## src/rob_cfg_pkg.sv

```systemverilog
package rob_cfg_pkg;

	// ----------------------------------------
	// buffer geometry
	// ----------------------------------------
	localparam int unsigned ROB_DEPTH = 32;
	localparam int unsigned ROB_IDX_W = 5; // log2 of ROB_DEPTH

	// ----------------------------------------
	// rename and branch field widths
	// ----------------------------------------
	localparam int unsigned PRF_TAG_W = 6;
	localparam int unsigned AREG_W    = 5;
	localparam int unsigned FL_HEAD_W = 5;
	localparam int unsigned BR_MASK_W = 4;
	localparam int unsigned PC_W      = 64;

	localparam int unsigned INSTR_BYTES = 4;  // fixed instruction size
	localparam int unsigned NULL_TAG    = 31; // tag of an empty or retired entry

endpackage

```

## src/rob_types_pkg.sv

```systemverilog
package rob_types_pkg;

	import rob_cfg_pkg::*;

	// ----------------------------------------
	// pointers and indices
	// ----------------------------------------
	typedef logic [ROB_IDX_W:0]   rob_ptr_t; // msb is the wrap bit
	typedef logic [ROB_IDX_W-1:0] rob_idx_t;

	// ----------------------------------------
	// entry fields
	// ----------------------------------------
	typedef logic [PRF_TAG_W-1:0] prf_tag_t;
	typedef logic [AREG_W-1:0]    areg_t;
	typedef logic [FL_HEAD_W-1:0] fl_head_t;
	typedef logic [BR_MASK_W-1:0] br_mask_t;
	typedef logic [PC_W-1:0]      pc_t;

	// result of a branch resolve, replaces separate right/recover flags
	typedef enum logic [1:0] {
		BR_NONE       = 2'd0,
		BR_CORRECT    = 2'd1,
		BR_MISPREDICT = 2'd2
	} br_outcome_e;

endpackage

```

## src/rob_ptrs.sv

```systemverilog
`timescale 1ns/1ps

module rob_ptrs (
	input  logic                    clk,
	input  logic                    rst,
	input  logic                    dispatch_i,
	input  logic                    head_done_i,
	input  logic                    rollback_i,
	input  rob_types_pkg::rob_idx_t rollback_idx_i,
	output rob_types_pkg::rob_idx_t head_idx_o,
	output rob_types_pkg::rob_idx_t tail_idx_o,
	output rob_types_pkg::rob_ptr_t tail_ptr_o,
	output logic                    alloc_en_o,
	output logic                    retire_vld_o,
	output logic                    stall_o
);
	import rob_cfg_pkg::*;
	import rob_types_pkg::*;

	rob_ptr_t head_r;
	rob_ptr_t tail_r;
	rob_ptr_t br_ptr; // full pointer of the resolving branch
	logic     br_wrap;
	logic     empty;
	logic     full;

	// ----------------------------------------
	// occupancy
	// ----------------------------------------
	assign empty = (head_r == tail_r);

	// same index on opposite laps
	assign full = (head_r[ROB_IDX_W] != tail_r[ROB_IDX_W]) &&
		(head_r[ROB_IDX_W-1:0] == tail_r[ROB_IDX_W-1:0]);

	assign retire_vld_o = head_done_i & ~empty;
	assign stall_o      = full & ~retire_vld_o; // a retiring head frees a slot this cycle

	// rollback wins over a dispatch in the same cycle
	assign alloc_en_o = dispatch_i & ~stall_o & ~rollback_i;

	assign head_idx_o = head_r[ROB_IDX_W-1:0];
	assign tail_idx_o = tail_r[ROB_IDX_W-1:0];
	assign tail_ptr_o = tail_r;

	// ----------------------------------------
	// rollback target
	// ----------------------------------------
	// an index behind the tail index is on the tail's lap,
	// anything else was allocated on the lap before
	assign br_wrap = (rollback_idx_i < tail_r[ROB_IDX_W-1:0]) ?
		tail_r[ROB_IDX_W] : ~tail_r[ROB_IDX_W];
	assign br_ptr = {br_wrap, rollback_idx_i};

	always_ff @(posedge clk) begin
		if (rst) begin
			head_r <= '0;
			tail_r <= '0;
		end else begin
			if (retire_vld_o)
				head_r <= head_r + rob_ptr_t'(1);

			if (rollback_i)
				tail_r <= br_ptr + rob_ptr_t'(1); // first slot after the branch
			else if (alloc_en_o)
				tail_r <= tail_r + rob_ptr_t'(1);
		end
	end

endmodule

```

## src/rob_entry_store.sv

```systemverilog
`timescale 1ns/1ps

module rob_entry_store (
	input  logic                      clk,
	input  logic                      rst,
	input  logic                      alloc_en_i,
	input  rob_types_pkg::rob_idx_t   tail_idx_i,
	input  rob_types_pkg::prf_tag_t   new_tag_i,
	input  rob_types_pkg::prf_tag_t   old_tag_i,
	input  rob_types_pkg::areg_t      areg_i,
	input  rob_types_pkg::fl_head_t   fl_head_i,
	input  logic                      complete_i,
	input  rob_types_pkg::rob_idx_t   complete_idx_i,
	input  logic                      retire_i,
	input  rob_types_pkg::rob_idx_t   head_idx_i,
	input  rob_types_pkg::rob_idx_t   recover_idx_i,
	output logic                      head_done_o,
	output rob_types_pkg::prf_tag_t   head_new_tag_o,
	output rob_types_pkg::prf_tag_t   head_old_tag_o,
	output rob_types_pkg::areg_t      head_areg_o,
	output rob_types_pkg::fl_head_t   recover_fl_head_o
);
	import rob_cfg_pkg::*;
	import rob_types_pkg::*;

	prf_tag_t             new_tag_r [0:ROB_DEPTH-1];
	prf_tag_t             old_tag_r [0:ROB_DEPTH-1];
	areg_t                areg_r    [0:ROB_DEPTH-1];
	fl_head_t             fl_head_r [0:ROB_DEPTH-1]; // free-list head at dispatch
	logic [ROB_DEPTH-1:0] done_r;

	// ----------------------------------------
	// tags and done bits
	// ----------------------------------------
	// when full and retiring, head and tail share an index and the
	// allocation below must land on top of the retire clear
	always_ff @(posedge clk) begin
		if (rst) begin
			for (int i = 0; i < ROB_DEPTH; i++) begin
				new_tag_r[i] <= prf_tag_t'(NULL_TAG);
				old_tag_r[i] <= prf_tag_t'(NULL_TAG);
			end
			done_r <= '0;
		end else begin
			if (retire_i) begin
				new_tag_r[head_idx_i] <= prf_tag_t'(NULL_TAG);
				old_tag_r[head_idx_i] <= prf_tag_t'(NULL_TAG);
				done_r[head_idx_i]    <= 1'b0;
			end
			if (alloc_en_i) begin
				new_tag_r[tail_idx_i] <= new_tag_i;
				old_tag_r[tail_idx_i] <= old_tag_i;
				done_r[tail_idx_i]    <= 1'b0;
			end
			if (complete_i)
				done_r[complete_idx_i] <= 1'b1; // fu finished this entry
		end
	end

	// destination and free-list head only matter while allocated
	always_ff @(posedge clk) begin
		if (alloc_en_i) begin
			areg_r[tail_idx_i]    <= areg_i;
			fl_head_r[tail_idx_i] <= fl_head_i;
		end
	end

	// ----------------------------------------
	// read ports
	// ----------------------------------------
	assign head_done_o    = done_r[head_idx_i];
	assign head_new_tag_o = new_tag_r[head_idx_i]; // to arch map
	assign head_old_tag_o = old_tag_r[head_idx_i]; // back to free list
	assign head_areg_o    = areg_r[head_idx_i];

	assign recover_fl_head_o = fl_head_r[recover_idx_i];

endmodule

```

## src/rob_branch_store.sv

```systemverilog
`timescale 1ns/1ps

module rob_branch_store (
	input  logic                      clk,
	input  logic                      rst,
	input  logic                      alloc_en_i,
	input  rob_types_pkg::rob_idx_t   tail_idx_i,
	input  rob_types_pkg::pc_t        pc_i,
	input  logic                      br_flag_i,
	input  logic                      br_pretaken_i,
	input  rob_types_pkg::pc_t        br_target_i,
	input  rob_types_pkg::br_mask_t   br_mask_i,
	input  rob_types_pkg::rob_idx_t   npc_idx_i,
	input  rob_types_pkg::rob_idx_t   recover_idx_i,
	output rob_types_pkg::pc_t        npc_o,
	output logic                      rec_br_flag_o,
	output logic                      rec_pretaken_o,
	output rob_types_pkg::pc_t        rec_target_o,
	output rob_types_pkg::br_mask_t   recover_mask_o
);
	import rob_cfg_pkg::*;
	import rob_types_pkg::*;

	pc_t                  pc_r        [0:ROB_DEPTH-1];
	pc_t                  target_r    [0:ROB_DEPTH-1]; // predicted target
	br_mask_t             mask_r      [0:ROB_DEPTH-1];
	logic [ROB_DEPTH-1:0] br_flag_r;
	logic [ROB_DEPTH-1:0] pretaken_r;

	// an unwritten slot must never look like a branch to the resolver
	always_ff @(posedge clk) begin
		if (rst)
			br_flag_r <= '0;
		else if (alloc_en_i)
			br_flag_r[tail_idx_i] <= br_flag_i;
	end

	always_ff @(posedge clk) begin
		if (alloc_en_i) begin
			pc_r[tail_idx_i]       <= pc_i;
			target_r[tail_idx_i]   <= br_target_i;
			mask_r[tail_idx_i]     <= br_mask_i;
			pretaken_r[tail_idx_i] <= br_pretaken_i;
		end
	end

	// ----------------------------------------
	// read ports
	// ----------------------------------------
	// fall-through pc for the branch alu
	assign npc_o = pc_r[npc_idx_i] + pc_t'(INSTR_BYTES);

	assign rec_br_flag_o  = br_flag_r[recover_idx_i];
	assign rec_pretaken_o = pretaken_r[recover_idx_i];
	assign rec_target_o   = target_r[recover_idx_i];
	assign recover_mask_o = mask_r[recover_idx_i];

endmodule

```

## src/rob_recovery.sv

```systemverilog
`timescale 1ns/1ps

module rob_recovery (
	input  logic                         clk,
	input  logic                         rst,
	input  logic                         resolve_i,
	input  logic                         resolve_taken_i,
	input  rob_types_pkg::pc_t           resolve_target_i,
	input  logic                         rec_br_flag_i,
	input  logic                         rec_pretaken_i,
	input  rob_types_pkg::pc_t           rec_target_i,
	output rob_types_pkg::br_outcome_e   br_outcome_o,
	output logic                         rollback_o
);
	import rob_cfg_pkg::*;
	import rob_types_pkg::*;

	logic [PC_W-1:0] target_diff;
	logic            pred_hit;
	logic            mark_r; // recovery allowed this cycle

	assign target_diff = resolve_target_i ^ rec_target_i;

	// direction and target must both agree
	assign pred_hit = (resolve_taken_i == rec_pretaken_i) && (target_diff == '0);

	always_comb begin
		br_outcome_o = BR_NONE;
		if (resolve_i && rec_br_flag_i) begin
			if (pred_hit)
				br_outcome_o = BR_CORRECT;
			else if (mark_r)
				br_outcome_o = BR_MISPREDICT;
		end
	end

	assign rollback_o = (br_outcome_o == BR_MISPREDICT);

	// ----------------------------------------
	// one-shot mark
	// ----------------------------------------
	// drops for one cycle after a recovery so a repeated resolve is ignored
	always_ff @(posedge clk) begin
		if (rst)
			mark_r <= 1'b1;
		else
			mark_r <= ~rollback_o;
	end

endmodule

```

## src/rob_top.sv

```systemverilog
`timescale 1ns/1ps

module rob_top (
	input  logic                         clk,
	input  logic                         rst,
	// dispatch from rename
	input  logic                         dispatch_i,
	input  rob_types_pkg::prf_tag_t      new_tag_i,
	input  rob_types_pkg::prf_tag_t      old_tag_i,
	input  rob_types_pkg::areg_t         areg_i,
	input  rob_types_pkg::fl_head_t      fl_head_i,
	input  rob_types_pkg::pc_t           pc_i,
	input  logic                         br_flag_i,
	input  logic                         br_pretaken_i,
	input  rob_types_pkg::pc_t           br_target_i,
	input  rob_types_pkg::br_mask_t      br_mask_i,
	// completion from the functional units
	input  logic                         complete_i,
	input  rob_types_pkg::rob_idx_t      complete_idx_i,
	// branch resolve
	input  logic                         resolve_i,
	input  rob_types_pkg::rob_idx_t      resolve_idx_i,
	input  logic                         resolve_taken_i,
	input  rob_types_pkg::pc_t           resolve_target_i,
	input  rob_types_pkg::rob_idx_t      npc_idx_i,
	output rob_types_pkg::rob_ptr_t      tail_ptr_o,
	output logic                         stall_o,
	output logic                         retire_vld_o,
	output rob_types_pkg::prf_tag_t      retire_old_tag_o,
	output rob_types_pkg::prf_tag_t      retire_new_tag_o,
	output rob_types_pkg::areg_t         retire_areg_o,
	output rob_types_pkg::pc_t           npc_o,
	output rob_types_pkg::br_outcome_e   br_outcome_o,
	output rob_types_pkg::fl_head_t      recover_fl_head_o,
	output rob_types_pkg::br_mask_t      recover_mask_o
);
	import rob_cfg_pkg::*;
	import rob_types_pkg::*;

	logic [ROB_IDX_W-1:0] head_idx;
	logic [ROB_IDX_W-1:0] tail_idx;
	logic                 alloc_en;
	logic                 head_done;
	logic                 rollback;
	logic                 rec_br_flag;
	logic                 rec_pretaken;
	pc_t                  rec_target;

	// ----------------------------------------
	// pointers
	// ----------------------------------------
	rob_ptrs rob_ptrs_i (
		.clk            (clk),
		.rst            (rst),
		.dispatch_i     (dispatch_i),
		.head_done_i    (head_done),
		.rollback_i     (rollback),
		.rollback_idx_i (resolve_idx_i),
		.head_idx_o     (head_idx),
		.tail_idx_o     (tail_idx),
		.tail_ptr_o     (tail_ptr_o),
		.alloc_en_o     (alloc_en),
		.retire_vld_o   (retire_vld_o),
		.stall_o        (stall_o)
	);

	// ----------------------------------------
	// entry storage
	// ----------------------------------------
	rob_entry_store rob_entry_store_i (
		.clk               (clk),
		.rst               (rst),
		.alloc_en_i        (alloc_en),
		.tail_idx_i        (tail_idx),
		.new_tag_i         (new_tag_i),
		.old_tag_i         (old_tag_i),
		.areg_i            (areg_i),
		.fl_head_i         (fl_head_i),
		.complete_i        (complete_i),
		.complete_idx_i    (complete_idx_i),
		.retire_i          (retire_vld_o),
		.head_idx_i        (head_idx),
		.recover_idx_i     (resolve_idx_i),
		.head_done_o       (head_done),
		.head_new_tag_o    (retire_new_tag_o),
		.head_old_tag_o    (retire_old_tag_o),
		.head_areg_o       (retire_areg_o),
		.recover_fl_head_o (recover_fl_head_o)
	);

	rob_branch_store rob_branch_store_i (
		.clk            (clk),
		.rst            (rst),
		.alloc_en_i     (alloc_en),
		.tail_idx_i     (tail_idx),
		.pc_i           (pc_i),
		.br_flag_i      (br_flag_i),
		.br_pretaken_i  (br_pretaken_i),
		.br_target_i    (br_target_i),
		.br_mask_i      (br_mask_i),
		.npc_idx_i      (npc_idx_i),
		.recover_idx_i  (resolve_idx_i),
		.npc_o          (npc_o),
		.rec_br_flag_o  (rec_br_flag),
		.rec_pretaken_o (rec_pretaken),
		.rec_target_o   (rec_target),
		.recover_mask_o (recover_mask_o)
	);

	// ----------------------------------------
	// early recovery
	// ----------------------------------------
	rob_recovery rob_recovery_i (
		.clk              (clk),
		.rst              (rst),
		.resolve_i        (resolve_i),
		.resolve_taken_i  (resolve_taken_i),
		.resolve_target_i (resolve_target_i),
		.rec_br_flag_i    (rec_br_flag),
		.rec_pretaken_i   (rec_pretaken),
		.rec_target_i     (rec_target),
		.br_outcome_o     (br_outcome_o),
		.rollback_o       (rollback)
	);

endmodule

```

## config.mk

```make
export PLATFORM = sky130hd
export DESIGN_NAME = rob_top
export DESIGN_NICKNAME = d
export VERILOG_FILES = /design/src/rob_cfg_pkg.sv /design/src/rob_types_pkg.sv /design/src/rob_ptrs.sv /design/src/rob_entry_store.sv /design/src/rob_branch_store.sv /design/src/rob_recovery.sv /design/src/rob_top.sv
export SDC_FILE = /design/constraint.sdc
export NUM_CORES = 2
export LEC_CHECK = 0
export BUFFER_PORTS_ARGS = -buffer_cell sky130_fd_sc_hd__clkbuf_2
export CAP_MARGIN = 30
export CORE_MARGIN = 1
export CORE_UTILIZATION = 45
export DETAILED_ROUTE_END_ITERATION = 8
export GPL_TIMING_DRIVEN = 0
export PLACE_DENSITY = 0.59
export SLEW_MARGIN = 20
export SYNTH_ARGS = -nofsm -noshare
export SYNTH_HDL_FRONTEND = slang
export SYNTH_HIERARCHICAL = 1
export SYNTH_MEMORY_MAX_BITS = 65536
export SYNTH_SLANG_ARGS = --single-unit
```

## constraint.sdc

```tcl
create_clock -name clk -period 16.2 [get_ports clk]
set_input_delay 2.43 -clock clk [delete_from_list [all_inputs] [get_ports clk]]
set_output_delay 2.43 -clock clk [all_outputs]
set_load 0.03 [all_outputs]
```

==> metrics.yaml <==
run_status: "complete, no violations"
clock_power_share_pct: 42.6
power.ir.vdd_worst_mv: 0.1308
effective_utilization_at_floorplan_pct: 45.25
post_layout_power_w: 0.02809
clock_tree_from_tritoncts: "built"
dpl-instance-area_mm2: 0.2179
seqPwrFrac_pct: 51.4
synth_xor_area_share_pct: 0.6221
synth-async-reset-ratio_pct: 0
finish.net_count: 10508
post_route_minimum_period_ns: 12.20
synth_enable_flop_cells: 4960
final_max_slew_viol_count: 0
mappedNetlistArea_mm2: 0.1985
gr-usage-all-layers_pct: 27.14
die_h_um: 666.2
firstDrtPassIters: 6
setup_viol: 0
synthesis.yosys.warnings: 6
worstSetupPathType: "input port to flip-flop"
endpoint_kind: "flip-flop"
max_freq_ghz: 0.08196
final.setup.tns_ns: 0
final_design_area_no_fill_mm2: 0.2349
io_buffers: 337
critical_path_buf_inv_count: 15
die_w_um: 666.2
synth_fp_nets: 9148
timing_worst_slew_pin_value_ns: 1.225
row_count: 243
finalWirelength_um: 611500
grt_overflow: 0
antenna_found_initial: 78
cp_common_cell: "sky130_fd_sc_hd__buf_16"
cts_htree_levels: 6
sw_frac_of_total_pct: 21.90
final_layout_size_suffix_gt1_share_pct: 32.75
static-leakage-power_nw: 73.54
ys_ff_latch: 5037
grt_setup_unrepaired: "no"
max-cap-violations: 0
place_congestion: 0.8940
boundaryPins: 341
ys.flop_type: "sky130_fd_sc_hd__edfxtp_1"
layout_common_cells: "sky130_fd_sc_hd__edfxtp_1 (4960), sky130_fd_sc_hd__mux4_2 (1286), sky130_fd_sc_hd__clkbuf_16 (546), sky130_fd_sc_hd__clkbuf_2 (381), sky130_fd_sc_hd__clkbuf_1 (377)"
slew_headroom_pct: 17.59
fin_crit_sh_pct: 75.31
synthesis.instances: 8899
detail_route.drc_violations: 0
cts_root_buffer: "sky130_fd_sc_hd__clkbuf_16"
synth-compound-area-share_pct: 1.653
pwr_density_cell_mw_per_mm2: 119.6
critical_path.max_stage_delay_ns: 1.03
report.final.hold_viol_count: 0
synth_top_family_by_area: "multiplexers"
vias: 104124
cts_setup_buffers: 0
first_iter_violations: 14207
routed_wire_length_per_instance_um: 36.89
cpLargestDelayFamily: "buffers and inverters"
most_common_cell_after_layout_fill_and_taps_aside: "sky130_fd_sc_hd__edfxtp_1"
syn_to_final_growth_pct: 18.33
grt_first_pass_wirelength_um: 831200
design.core.area_mm2: 0.4387
net-switching-power_w: 0.006150
clock_slew_at_reported_path_ffs_ns: 0.06
clk-insertion-delay-late_ns: 1.06
synth_fa_ha_area_share_pct: 0.05042
drt-vias-per-instance: 6.283
crit_arrival_ns: 12.97
power.internal_w: 0.02194
synth_mux_area_share_pct: 17.37
postCtsResizedCells: 0
finalClockSkew_ns: 0.07864
hpwl_um: 419100
cpMaxStageDelayCell: "sky130_fd_sc_hd__nor4_1"
pwr-share-comb_pct: 6.0
synth_seq_area_share_pct: 75.80
timing.critical_path.required_ns: 16.97
critical_path.startpoint_type: "input port"
die_area_mm2: 0.4438
max-clock-path-buffers: 4
cts_hold_buf: 0
tritoncts_num_sinks: 5037
post_synth_and_or_nand_nor_area_fraction_pct: 2.786
largest_fanout_of_any_net_on_the_critical_path: 15
post_synth.cell_area_avg_um2: 22.31
grt_max_degree: 33
hold_path_class: "flip-flop to flip-flop"
tritoncts.num_buffers: 529
ant_nets: 0
grt_pass1_vias: 102289
synth.distinct_cells: 105
[power by group through the flow]
stage,registers (W),clock network (W),logic [W]
global route,0.0144,0.0126,0.00175
detailed placement,0.0147,0,0.00168
CTS,0.0144,0.0121,0.00169
floorplan,0.0147,0,0.000848
finish,0.0144,0.0120,0.00169
global placement,0.0147,0,0.00156
[final timing paths]
path	cells after the start	start	slack, ns	endpoint
setup / recovery	27	resolve_idx_i[0]	4.00	rob_branch_store_i/pc_r[28][15]
hold / removal	1	rob_entry_store_i/done_r[20]	0.48	rob_entry_store_i/done_r[20]
setup reg to reg	22	rob_branch_store_i/target_r[15][2]	7.60	rob_branch_store_i/pc_r[28][15]
hold reg to reg	1	rob_entry_store_i/done_r[20]	0.48	rob_entry_store_i/done_r[20]
[area by class of cell]
type,count,area (um2)
Clock inverter,284,2795
Inverter,45,170.2
Clock buffer,663,14140
Tap cell,5880,7357
Antenna cell,18,45.04
Multi-Input combinational cell,3269,45110
Timing Repair Buffer,829,11500
Buffer,548,3314
Sequential cell,5037,150500
Fill cell,33119,203800
[Yosys cell counts (8+ instances only)]
cell	count	area, um2
sky130_fd_sc_hd__buf_2	48	240.2
sky130_fd_sc_hd__xnor2_1	49	429.2
sky130_fd_sc_hd__mux4_1	80	2102
sky130_fd_sc_hd__nand4_1	36	225.2
sky130_fd_sc_hd__and2_1	12	75.07
sky130_fd_sc_hd__buf_6	43	484.2
sky130_fd_sc_hd__and3b_1	13	113.9
sky130_fd_sc_hd__buf_12	28	560.5
sky130_fd_sc_hd__mux4_2	1286	28960
sky130_fd_sc_hd__or3b_2	13	113.9
sky130_fd_sc_hd__and3_1	16	100.1
sky130_fd_sc_hd__a22o_1	16	140.1
sky130_fd_sc_hd__nor2b_1	11	68.82
sky130_fd_sc_hd__a22oi_1	151	1134
sky130_fd_sc_hd__clkbuf_1	307	1152
sky130_fd_sc_hd__nor3b_1	12	90.09
sky130_fd_sc_hd__or3_1	156	975.9
sky130_fd_sc_hd__or2_2	166	1039
sky130_fd_sc_hd__o211ai_1	17	127.6
sky130_fd_sc_hd__mux2i_1	230	2302
sky130_fd_sc_hd__buf_4	49	367.9
sky130_fd_sc_hd__buf_8	8	120.1
sky130_fd_sc_hd__a221oi_1	21	183.9
sky130_fd_sc_hd__xor2_1	92	805.8
sky130_fd_sc_hd__nand2b_1	12	75.07
sky130_fd_sc_hd__o22ai_1	28	175.2
sky130_fd_sc_hd__nor2_1	152	570.6
sky130_fd_sc_hd__buf_1	57	214.0
sky130_fd_sc_hd__o221ai_1	37	324.1
sky130_fd_sc_hd__nor3_1	32	160.2
sky130_fd_sc_hd__nand3b_1	20	150.1
sky130_fd_sc_hd__a32oi_1	11	96.34
sky130_fd_sc_hd__dfxtp_1	77	1541
sky130_fd_sc_hd__nand3_1	71	355.3
sky130_fd_sc_hd__nand2_1	171	641.9
sky130_fd_sc_hd__ha_1	8	100.1
sky130_fd_sc_hd__inv_1	43	161.4
sky130_fd_sc_hd__o21ai_0	56	280.3
sky130_fd_sc_hd__a21oi_1	70	350.3
sky130_fd_sc_hd__edfxtp_1	4960	148900
sky130_fd_sc_hd__mux2_2	94	1059
sky130_fd_sc_hd__nor4_1	19	118.9
[metrics by stage]
| stage | util (%) | hold slack (ns) | cells | setup slack, ns |
|---|---|---|---|---|
| after detailed placement | 49.66 | 0.4640 | 15600 | 3.203 |
| after CTS | 53.52 | 0.4757 | 16547 | 4.301 |
| after global placement | 47.31 | 0.4590 | 15116 | -14.66 |
| after global routing | 53.54 | 0.5047 | 16563 | 4.010 |
| final | 53.54 | 0.4774 | 16573 | 3.999 |
| after floorplan | - | 0.4421 | 8899 | 2.865 |
[flip-flops by register name, indices dropped and copies added, names as in the netlist]
| name | flops |
|---|---|
| rob_entry_store_i/fl_head_r | 160 |
| rob_branch_store_i/pc_r | 2048 |
| rob_branch_store_i/target_r | 2048 |
| rob_recovery_i/mark_r | 1 |
| rob_entry_store_i/new_tag_r | 192 |
| rob_entry_store_i/done_r | 32 |
| rob_branch_store_i/mask_r | 128 |
| rob_ptrs_i/head_r | 6 |
| rob_branch_store_i/br_flag_r | 32 |
| rob_entry_store_i/areg_r | 160 |
| rob_branch_store_i/pretaken_r | 32 |
| rob_entry_store_i/old_tag_r | 192 |
| rob_ptrs_i/tail_ptr_o | 6 |
[cell families after synthesis]
group,Yosys count
AO/OA/AOI/OAI,455
XOR/XNOR,141
adder cells (fa/ha/maj),8
buffers and inverters,593
flip-flops,5037
multiplexers,1693
AND/OR/NAND/NOR,972
[per-layer routing]
| metal | vias up | track usage (%) | wire (um) |
|---|---|---|---|
| li1 | 40521 | - | - |
| met1 | 56781 | 37.71 | 238700 |
| met2 | 5771 | 43.53 | 292600 |
| met3 | 1001 | 5.249 | 58270 |
| met4 | 50 | 8.799 | 21590 |
| met5 | - | 0 | 305 |
Note: power is estimated with default switching activity, not from simulation.
